### config.mk
export PLATFORM = sky130hd
export DESIGN_NAME = axi_crossbar
export DESIGN_NICKNAME = d
export VERILOG_FILES = /design/src/source/xb_pkg.sv /design/src/source/axis_if.sv /design/src/source/xb_regs.sv /design/src/source/xb_input_dispatch.sv /design/src/source/xb_output_arbiter.sv /design/src/source/axi_crossbar.sv
export SDC_FILE = /design/constraint.sdc
export NUM_CORES = 1
export LEC_CHECK = 0
export CAP_MARGIN = 40
export CORE_AREA = 2 2 244 246
export CTS_CLUSTER_DIAMETER = 50
export DETAILED_ROUTE_END_ITERATION = 8
export DIE_AREA = 0 0 246 248
export DONT_BUFFER_PORTS = 1
export GPL_TIMING_DRIVEN = 0
export HOLD_SLACK_MARGIN = 0.1
export PLACE_DENSITY = 0.55
export RECOVER_POWER = 100
export SYNTH_ARGS = -nofsm -noshare
export SYNTH_HDL_FRONTEND = slang
export SYNTH_SLANG_ARGS = --single-unit
### constraint.sdc
create_clock -name clk -period 3.7 [get_ports clk]
set_input_delay 1.11 -clock clk [delete_from_list [all_inputs] [get_ports clk]]
set_output_delay 1.11 -clock clk [all_outputs]
set_load 0.02 [all_outputs]
### src/source/xb_pkg.sv
/*
 * Shared sizes, settings map and index types for the packet crossbar.
 * Every crossbar module pulls these in with a wildcard import.
 */

package xb_pkg;

  // ############################
  // stream and port sizing
  // ############################
  localparam int XB_NUM_PORTS    = 4;   // inputs, and also outputs.
  localparam int XB_DATA_W       = 64;  // stream data width.
  localparam int XB_DST_W        = 16;  // destination field in the header.
  localparam int XB_LOCAL_ADDR_W = 8;   // upper byte of the destination.

  // ############################
  // route table and settings map
  // ############################
  localparam int XB_LOCAL_ENTRIES = 16;
  localparam int XB_LOCAL_IDX_W   = $clog2(XB_LOCAL_ENTRIES);
  localparam int XB_SET_BASE      = 0;                             // local entry 0.
  localparam int XB_SET_REMOTE    = XB_SET_BASE + XB_LOCAL_ENTRIES; // remote entry.
  localparam int XB_SET_AW        = 16;
  localparam int XB_SET_DW        = 32;

  // readback of the per-output packet counters
  localparam int XB_CNT_W  = 32;
  localparam int XB_RB_AW  = 3;

  // an output port number.
  typedef logic [$clog2(XB_NUM_PORTS)-1:0] port_idx_t;

  // the routed destination field, low bits of the header beat.
  typedef logic [XB_DST_W-1:0] dst_t;

endpackage

### src/source/axis_if.sv
/*
 * Stream bundle used between crossbar blocks. The master drives data,
 * last and valid, the slave answers with ready.
 */

`timescale 1ns/1ns

interface axis_if import xb_pkg::*; ();

  logic [XB_DATA_W-1:0] tdata;
  logic                 tlast;
  logic                 tvalid;
  logic                 tready;  // beat moves when valid and ready are both high.

  modport master (
    output tdata, tlast, tvalid,
    input  tready
  );

  modport slave (
    input  tdata, tlast, tvalid,
    output tready
  );

endinterface

### src/source/xb_regs.sv
/*
 * Route table behind the settings bus, with a combinational lookup per input,
 * plus one packet counter per output that the readback bus returns.
 */

`timescale 1ns/1ns

module xb_regs import xb_pkg::*; (
  input  logic                       clk,
  input  logic                       i_rst,
  input  logic                       i_clear,
  input  logic [XB_LOCAL_ADDR_W-1:0] i_local_addr,
  input  logic                       i_set_stb,
  input  logic [XB_SET_AW-1:0]       i_set_addr,
  input  logic [XB_SET_DW-1:0]       i_set_data,
  input  logic                       i_rb_stb,
  input  logic [XB_RB_AW-1:0]        i_rb_addr,
  input  dst_t                       i_lookup_dst [XB_NUM_PORTS],
  input  logic [XB_NUM_PORTS-1:0]    i_pkt_done,
  output port_idx_t                  o_lookup_port [XB_NUM_PORTS],
  output logic [XB_CNT_W-1:0]        o_rb_data
);

  port_idx_t            local_tbl [XB_LOCAL_ENTRIES];
  port_idx_t            remote_q;
  logic [XB_SET_AW-1:0] set_off;  // address relative to the table base.
  logic [XB_CNT_W-1:0]  pkt_cnt [XB_NUM_PORTS];

  assign set_off = i_set_addr - XB_SET_AW'(XB_SET_BASE);

  // ############################
  // table writes
  // ############################
  always_ff @(posedge clk) begin
    if (i_rst) begin
      for (int k = 0; k < XB_LOCAL_ENTRIES; k++) begin
        local_tbl[k] <= port_idx_t'(k);  // entry k goes to output k mod 4.
      end
      remote_q <= '0;
    end else if (i_set_stb) begin
      if (set_off < XB_SET_AW'(XB_LOCAL_ENTRIES)) begin
        local_tbl[set_off[XB_LOCAL_IDX_W-1:0]] <= i_set_data[1:0];
      end else if (set_off == XB_SET_AW'(XB_LOCAL_ENTRIES)) begin
        remote_q <= i_set_data[1:0];
      end
      // anything else falls outside the map and is dropped.
    end
  end

  // lookup, answered in the same cycle.
  always_comb begin
    for (int i = 0; i < XB_NUM_PORTS; i++) begin
      if (i_lookup_dst[i][XB_DST_W-1 -: XB_LOCAL_ADDR_W] == i_local_addr) begin
        o_lookup_port[i] = local_tbl[i_lookup_dst[i][XB_LOCAL_IDX_W-1:0]];
      end else begin
        o_lookup_port[i] = remote_q;
      end
    end
  end

  // ############################
  // counters and readback
  // ############################
  always_ff @(posedge clk) begin
    for (int o = 0; o < XB_NUM_PORTS; o++) begin
      if (i_rst || i_clear) begin
        pkt_cnt[o] <= '0;
      end else if (i_pkt_done[o]) begin
        pkt_cnt[o] <= pkt_cnt[o] + 1'b1;  // one per delivered tlast.
      end
    end
  end

  always_ff @(posedge clk) begin
    if (i_rst) begin
      o_rb_data <= '0;
    end else if (i_rb_stb) begin
      if (i_rb_addr < XB_RB_AW'(XB_NUM_PORTS)) begin
        o_rb_data <= pkt_cnt[port_idx_t'(i_rb_addr)];
      end else begin
        o_rb_data <= '0;  // upper half of the space reads empty.
      end
    end
  end

  a_set_addr_known : assert property (@(posedge clk) disable iff (i_rst)
    i_set_stb |-> !$isunknown(i_set_addr));

endmodule

### src/source/xb_input_dispatch.sv
/*
 * Per-input front end. Catches the header beat, latches the routed output and
 * holds a request to that output until the packet's tlast has gone through.
 */

`timescale 1ns/1ns

module xb_input_dispatch import xb_pkg::*; (
  input  logic                    clk,
  input  logic                    i_rst,
  axis_if.slave                   s_in,
  input  port_idx_t               i_route,
  input  logic [XB_NUM_PORTS-1:0] i_grant,
  input  logic [XB_NUM_PORTS-1:0] i_out_ready,
  output dst_t                    o_dst,
  output logic [XB_NUM_PORTS-1:0] o_req
);

  typedef enum logic [1:0] {
    ST_IDLE,  // waiting for a header beat.
    ST_REQ,   // request up, no grant seen yet.
    ST_FWD    // granted, beats flowing.
  } state_t;

  state_t    state_q;
  port_idx_t route_q;  // output chosen for the open packet.
  logic      xfer;

  assign o_dst = s_in.tdata[XB_DST_W-1:0];  // only meaningful on the header.

  // only the granted output can be ready for us.
  assign s_in.tready = (state_q != ST_IDLE) && |(i_grant & i_out_ready);
  assign xfer        = s_in.tvalid && s_in.tready;

  assign o_req = (state_q == ST_IDLE) ? '0 : (XB_NUM_PORTS'(1) << route_q);

  // ############################
  // packet FSM
  // ############################
  always_ff @(posedge clk) begin
    if (i_rst) begin
      state_q <= ST_IDLE;
    end else begin
      case (state_q)
        ST_IDLE: begin
          if (s_in.tvalid) begin
            state_q <= ST_REQ;
          end
        end
        ST_REQ: begin
          if (xfer && s_in.tlast) begin
            state_q <= ST_IDLE;  // single-beat packet.
          end else if (i_grant[route_q]) begin
            state_q <= ST_FWD;
          end
        end
        ST_FWD: begin
          if (xfer && s_in.tlast) begin
            state_q <= ST_IDLE;
          end
        end
        default: state_q <= ST_IDLE;
      endcase
    end
  end

  // route is latched from the header while idle.
  always_ff @(posedge clk) begin
    if (state_q == ST_IDLE && s_in.tvalid) begin
      route_q <= i_route;
    end
  end

  a_req_onehot : assert property (@(posedge clk) disable iff (i_rst)
    $onehot0(o_req));

  // the arbiter must keep us granted until our tlast has moved.
  a_grant_held : assert property (@(posedge clk) disable iff (i_rst)
    (state_q == ST_FWD) |-> i_grant[route_q]);

endmodule

### src/source/xb_output_arbiter.sv
/*
 * Per-output arbiter. Picks one requesting input round-robin, keeps it until
 * the packet's tlast moves, and muxes that input onto the output stream.
 */

`timescale 1ns/1ns

module xb_output_arbiter import xb_pkg::*; (
  input  logic                    clk,
  input  logic                    i_rst,
  input  logic [XB_NUM_PORTS-1:0] i_req,
  axis_if.slave                   s_in [XB_NUM_PORTS],
  output logic [XB_NUM_PORTS-1:0] o_grant,
  axis_if.master                  m_out,
  output logic                    o_pkt_done
);

  logic [XB_DATA_W-1:0]    in_data [XB_NUM_PORTS];
  logic [XB_NUM_PORTS-1:0] in_valid;
  logic [XB_NUM_PORTS-1:0] in_last;

  logic                    lock_q;   // a packet is open on this output.
  logic [XB_NUM_PORTS-1:0] grant_q;
  port_idx_t               last_q;   // last granted, also the mux select.
  port_idx_t               next_idx;
  port_idx_t               cand;
  logic                    found;
  logic                    eop;

  // tap the fanned-in streams, ready is driven by each input's dispatch.
  for (genvar g = 0; g < XB_NUM_PORTS; g++) begin : g_tap
    assign in_data[g]  = s_in[g].tdata;
    assign in_valid[g] = s_in[g].tvalid;
    assign in_last[g]  = s_in[g].tlast;
  end

  // ############################
  // round-robin search
  // ############################
  always_comb begin
    next_idx = last_q;
    found    = 1'b0;
    cand     = last_q;
    for (int k = 1; k <= XB_NUM_PORTS; k++) begin
      cand = port_idx_t'(last_q + k);  // start just past the last winner.
      if (!found && i_req[cand]) begin
        next_idx = cand;
        found    = 1'b1;
      end
    end
  end

  // ############################
  // grant and packet lock
  // ############################
  always_ff @(posedge clk) begin
    if (i_rst) begin
      lock_q  <= 1'b0;
      grant_q <= '0;
      last_q  <= port_idx_t'(XB_NUM_PORTS - 1);  // first search starts at 0.
    end else if (!lock_q) begin
      if (found) begin
        lock_q  <= 1'b1;
        grant_q <= XB_NUM_PORTS'(1) << next_idx;
        last_q  <= next_idx;
      end
    end else if (eop) begin
      lock_q  <= 1'b0;  // free again after the tlast beat.
      grant_q <= '0;
    end
  end

  assign o_grant = grant_q;

  // data mux, no register in the path.
  assign m_out.tdata  = in_data[last_q];
  assign m_out.tlast  = in_last[last_q];
  assign m_out.tvalid = lock_q && in_valid[last_q];

  assign eop        = m_out.tvalid && m_out.tready && m_out.tlast;
  assign o_pkt_done = eop;

  a_grant_onehot : assert property (@(posedge clk) disable iff (i_rst)
    $onehot0(grant_q));

  // no switching inputs in the middle of a packet.
  a_grant_stable : assert property (@(posedge clk) disable iff (i_rst)
    (lock_q && !eop) |=> $stable(grant_q));

endmodule

### src/source/axi_crossbar.sv
/*
 * Crossbar top level with flat stream ports. Input ready is an output here
 * and output ready an input, matching the wrapper the rest of the system uses.
 */

`timescale 1ns/1ns

module axi_crossbar import xb_pkg::*; (
  input  logic                              clk,
  input  logic                              i_rst,
  input  logic                              i_clear,
  input  logic [XB_LOCAL_ADDR_W-1:0]        i_local_addr,
  input  logic [XB_NUM_PORTS*XB_DATA_W-1:0] i_tdata,
  input  logic [XB_NUM_PORTS-1:0]           i_tvalid,
  input  logic [XB_NUM_PORTS-1:0]           i_tlast,
  output logic [XB_NUM_PORTS-1:0]           i_tready,
  output logic [XB_NUM_PORTS*XB_DATA_W-1:0] o_tdata,
  output logic [XB_NUM_PORTS-1:0]           o_tvalid,
  output logic [XB_NUM_PORTS-1:0]           o_tlast,
  input  logic [XB_NUM_PORTS-1:0]           o_tready,
  input  logic                              i_set_stb,
  input  logic [XB_SET_AW-1:0]              i_set_addr,
  input  logic [XB_SET_DW-1:0]              i_set_data,
  input  logic                              i_rb_stb,
  input  logic [XB_RB_AW-1:0]               i_rb_addr,
  output logic [XB_CNT_W-1:0]               o_rb_data
);

  axis_if in_if  [XB_NUM_PORTS] ();
  axis_if out_if [XB_NUM_PORTS] ();

  dst_t                    lookup_dst  [XB_NUM_PORTS];
  port_idx_t               lookup_port [XB_NUM_PORTS];
  logic [XB_NUM_PORTS-1:0] req_by_in   [XB_NUM_PORTS];  // [input][output].
  logic [XB_NUM_PORTS-1:0] req_by_out  [XB_NUM_PORTS];  // [output][input].
  logic [XB_NUM_PORTS-1:0] gnt_by_out  [XB_NUM_PORTS];
  logic [XB_NUM_PORTS-1:0] gnt_by_in   [XB_NUM_PORTS];
  logic [XB_NUM_PORTS-1:0] pkt_done;

  // ############################
  // per-input dispatch
  // ############################
  for (genvar i = 0; i < XB_NUM_PORTS; i++) begin : g_in
    assign in_if[i].tdata  = i_tdata[i*XB_DATA_W +: XB_DATA_W];
    assign in_if[i].tvalid = i_tvalid[i];
    assign in_if[i].tlast  = i_tlast[i];
    assign i_tready[i]     = in_if[i].tready;

    xb_input_dispatch u_dispatch (
      .clk         (clk),
      .i_rst       (i_rst),
      .s_in        (in_if[i]),
      .i_route     (lookup_port[i]),
      .i_grant     (gnt_by_in[i]),
      .i_out_ready (o_tready),
      .o_dst       (lookup_dst[i]),
      .o_req       (req_by_in[i])
    );

    // transpose requests and grants between the two sides.
    for (genvar o = 0; o < XB_NUM_PORTS; o++) begin : g_xpose
      assign req_by_out[o][i] = req_by_in[i][o];
      assign gnt_by_in[i][o]  = gnt_by_out[o][i];
    end
  end

  // ############################
  // per-output arbitration
  // ############################
  for (genvar o = 0; o < XB_NUM_PORTS; o++) begin : g_out
    xb_output_arbiter u_arbiter (
      .clk        (clk),
      .i_rst      (i_rst),
      .i_req      (req_by_out[o]),
      .s_in       (in_if),
      .o_grant    (gnt_by_out[o]),
      .m_out      (out_if[o]),
      .o_pkt_done (pkt_done[o])
    );

    assign o_tdata[o*XB_DATA_W +: XB_DATA_W] = out_if[o].tdata;
    assign o_tvalid[o]                       = out_if[o].tvalid;
    assign o_tlast[o]                        = out_if[o].tlast;
    assign out_if[o].tready                  = o_tready[o];
  end

  xb_regs u_regs (
    .clk           (clk),
    .i_rst         (i_rst),
    .i_clear       (i_clear),
    .i_local_addr  (i_local_addr),
    .i_set_stb     (i_set_stb),
    .i_set_addr    (i_set_addr),
    .i_set_data    (i_set_data),
    .i_rb_stb      (i_rb_stb),
    .i_rb_addr     (i_rb_addr),
    .i_lookup_dst  (lookup_dst),
    .i_pkt_done    (pkt_done),
    .o_lookup_port (lookup_port),
    .o_rb_data     (o_rb_data)
  );

endmodule

==> results.toml, run 1 <==
[run_status]
status = "finished clean"

[setup_path]
arrival_ns = 2.52
regToRegSetupSlack_ns = 0.63
path_cells = "buf_2 > clkbuf_1 > mux4_2"
worst_path_max_delay_cell = "clkbuf_1"
path_class = "flop to output pin"
startpoint_type = "flop"
crit_required_ns = 2.59
crit_path_max_incr_delay_ns = 0.66
worst_setup_path_end_kind = "output pin"
crit_fanout = 13

[routing]
m1WireLength_um = 34400
postRouteWirelength_um = 99600
drcViolationCount = 0
dr_total_vias = 17200
met3_length_um = 14500
top_layer = "met5"
drt_pass1_iterations = 5
detail-route-antenna-nets = 0
dr_wl_met2_um = 45800
wire_per_inst_um = 39.5
routed_via_density = 6.83
drtIter0Drc = 1612

[power_and_ir_drop]
ir_worst_vdd_v = 0.000356
p_leak_nw = 7.28
p_per_area_nw_per_um2 = 435

[floorplan]
fp-row-count = 89
die_w_um = 246
die_h_um = 248
core_area_sq_um = 58500
start_util_pct = 34.8
die-area_sq_um = 61000
pin_count = 632

[grt]
grt_pass1_vias = 16400
grt_antenna_before_repair = 1
track_usage_pct = 31.5
grt_max_degree = 33
grt-ovfl-total = 0
grt_pass1_wl_um = 133000

[logic_synthesis]
synth_top_area_share_pct = 37.7
async_flop_share_pct = 0
syn_nets = 2004
synth_top_cell_by_area = "mux4_2"
synth_edf_count = 168
yosysUniqueCellTypes = 64
syn_avg_cell_area_sq_um = 12.2
synth.cell_area_sq_um = 20300
ys_warn_count = 0
ys_seq_area_share_pct = 31.7
synth_seq_cells = 238
synth_ff_type = "edfxtp_1"
synth_cells = 1668
synthTopCellsByArea = "mux4_2, edfxtp_1, dfxtp_1"

[layout]
instances_no_fill = 2520
fin_nets = 2057
final_common_cell = "mux4_2"
drive_gt1_share_pct = 28.4
final.fill_count = 5575
area_growth_pct = 11.3
layout_common_cells = "mux4_2, nor2_1, edfxtp_1"

[timing]
fmax_mhz = 275
hold_slack_ns = 0.496
relSlewSlack_pct = 2.63
layout_min_cycle_time_ns = 3.63
hold_viol_final = 0
drv_slew = 0
tightest_slew_ns = 1.46
setup_viol = 0
fin_tns_setup_ns = 0
timing.final.crit_share_pct = 98.2
fin_skew_ns = 0.0327
rsz0062_at_grt = "false"

[clock_tree]
clock_latency_ns = 0.60
htreeDepth = 1
clk_path_buf_depth = 3
cts_hold_buffers = 0
cts_tree = "yes"
clkSlewWorstSetupHoldPaths_ns = 0.06
root_buffer = "clkbuf_16"
cts_buffers = 31
cts.sinks = 238
postCtsSetupRepairBufs = 0

[worst_hold_path]
hold_class = "flop to flop"

[run]
cap_violations = 0

[placement]
dp_hpwl_um = 83100
io_buffer_count = 0
place_congestion = 1.31
dp_cells = 2467
-- per-layer routing --
layer  global-route usage [%]  up-vias
met2                     50.1     1211
met5                    0.795        -
li1                         -     6834
met3                     15.4      197
met1                     36.2     8967
met4                     12.4        2
-- critical path: cells and delay by family, from the launching register on --
family | cells | cell delay (ns)
multiplexers | 1 | 0.62
flip-flops | 1 | 0.30
buffers and inverters | 2 | 1.01
-- metrics by stage --
step	util, %	cell area, sq um	worst slack [ns]	power [mW]
6_report	38.7	22600	0.0670	9.85
4_1_cts	38.9	22800	0.00841	9.84
3_5_place_dp	37.1	21700	0.0344	6.74
2_1_floorplan	-	20300	0.602	5.54
5_1_grt	38.7	22600	0.0159	10.1
3_3_place_gp	36.4	21300	-0.226	6.69
-- path summary, 6_finish.rpt --
check | endpoint | cells past startpoint | from
setup / recovery | o_tdata[150] | 3 | g_out[2].u_arbiter.last_q[1]
hold / removal | g_out[0].u_arbiter.lock_q | 2 | g_out[0].u_arbiter.lock_q
setup reg to reg | u_regs.pkt_cnt[1][23] | 7 | g_out[1].u_arbiter.last_q[0]
hold reg to reg | g_out[0].u_arbiter.lock_q | 2 | g_out[0].u_arbiter.lock_q
-- power breakdown --
part	total [mW]	leakage, nW	internal (mW)	switching [mW]
combinational	3.59	4.37	1.22	2.37
clock	3.07	0.523	1.74	1.33
sequential	3.19	2.39	2.99	0.198
-- cell usage after synthesis (28+ instances only) --
cell type / number
dfxtp_1: 70
nand3_1: 44
edfxtp_1: 168
buf_1: 31
nor3_1: 28
nor2_1: 196
xor2_1: 41
a21oi_1: 62
nand4_1: 49
nor2b_1: 40
nand2_1: 112
clkbuf_1: 89
mux4_2: 340
xnor2_1: 91
-- layout make-up --
class | count | area [sq um] | share of cell area [%]
antenna | 1 | 2.50 | 0.0111
buffer | 146 | 657 | 2.90
clock buffer | 35 | 832 | 3.68
clock inverter | 23 | 228 | 1.01
inverter | 22 | 82.6 | 0.365
multi-input combinational | 1256 | 13200 | 58.1
sequential | 238 | 6450 | 28.5
tap | 773 | 967 | 4.27
timing repair buffer | 26 | 263 | 1.16
-- kinds of logic after synthesis --
family	count (synthesis)	share of synthesized area, %
AND/OR/NAND/NOR	589	14.4
multiplexers	363	38.9
flip-flops	238	31.7
buffers and inverters	174	3.58
AO/OA/AOI/OAI	168	5.47
XOR/XNOR	132	5.69
adder cells (fa/ha/maj)	4	0.246
-- state kept, by name, summed over array words and instances, names as in the netlist --
signal / count
u_regs.pkt_cnt: 128
u_regs.local_tbl: 32
u_regs.o_rb_data: 32
g_out.u_arbiter.o_grant: 16
g_in.u_dispatch.route_q: 8
g_in.u_dispatch.state_q: 8
g_out.u_arbiter.last_q: 8
g_out.u_arbiter.lock_q: 4
u_regs.remote_q: 2
-- what timing repair did --
action                     4_1_cts  5_1_grt
gates resized for setup         32        2
setup endpoints to repair      195        3
cloned                           0        0
Note: power is estimated with default switching activity, not from simulation.
==> run 2, diff against run 1 <==
--- a/config.mk
+++ b/config.mk
@@ -6,15 +6,14 @@
 export NUM_CORES = 1
 export LEC_CHECK = 0
 export CAP_MARGIN = 40
-export CORE_AREA = 2 2 244 246
 export CTS_CLUSTER_DIAMETER = 50
 export DETAILED_ROUTE_END_ITERATION = 8
-export DIE_AREA = 0 0 246 248
 export DONT_BUFFER_PORTS = 1
 export GPL_TIMING_DRIVEN = 0
 export HOLD_SLACK_MARGIN = 0.1
-export PLACE_DENSITY = 0.55
+export MAX_ROUTING_LAYER = met4
 export RECOVER_POWER = 100
 export SYNTH_ARGS = -nofsm -noshare
 export SYNTH_HDL_FRONTEND = slang
+export SYNTH_HIERARCHICAL = 1
 export SYNTH_SLANG_ARGS = --single-unit
==> results.toml, run 2 <==
[logic_synthesis]
yosysUniqueCellTypes = 69
async_flop_share_pct = 0
yosys-top-cells-count = "mux4_2, edfxtp_1, nor2_1"
synth_top_area_share_pct = 33.3
synthTopCellsByArea = "mux4_2, edfxtp_1, dfxtp_1"
ys_warn_count = 0
ys_seq_area_share_pct = 29.5
yosysCellCount = 1846
synth_ff_type = "edfxtp_1"
synth_top_cell_by_area = "mux4_2"
synth_seq_cells = 238
synth_most_common_cell = "mux4_2"
synth_edf_count = 168
yosys_area_sq_um = 21900

[run_status]
haltStage = "synthesis (1_2_yosys)"
firstError = "ERROR: Found 4 problems in 'check -assert'."
status = "aborted with a tool error"
==> run 2: cell families after synthesis <==
kind of cell / after synthesis / share of synthesized area [%]
buf+inv: 255 / 6.90
other cells: 4 / 0.0687
flops: 238 / 29.5
simple gates: 623 / 15.7
xor+xnor: 72 / 2.89
mux: 400 / 36.9
compound gates: 250 / 7.82
fa+ha+maj: 4 / 0.229
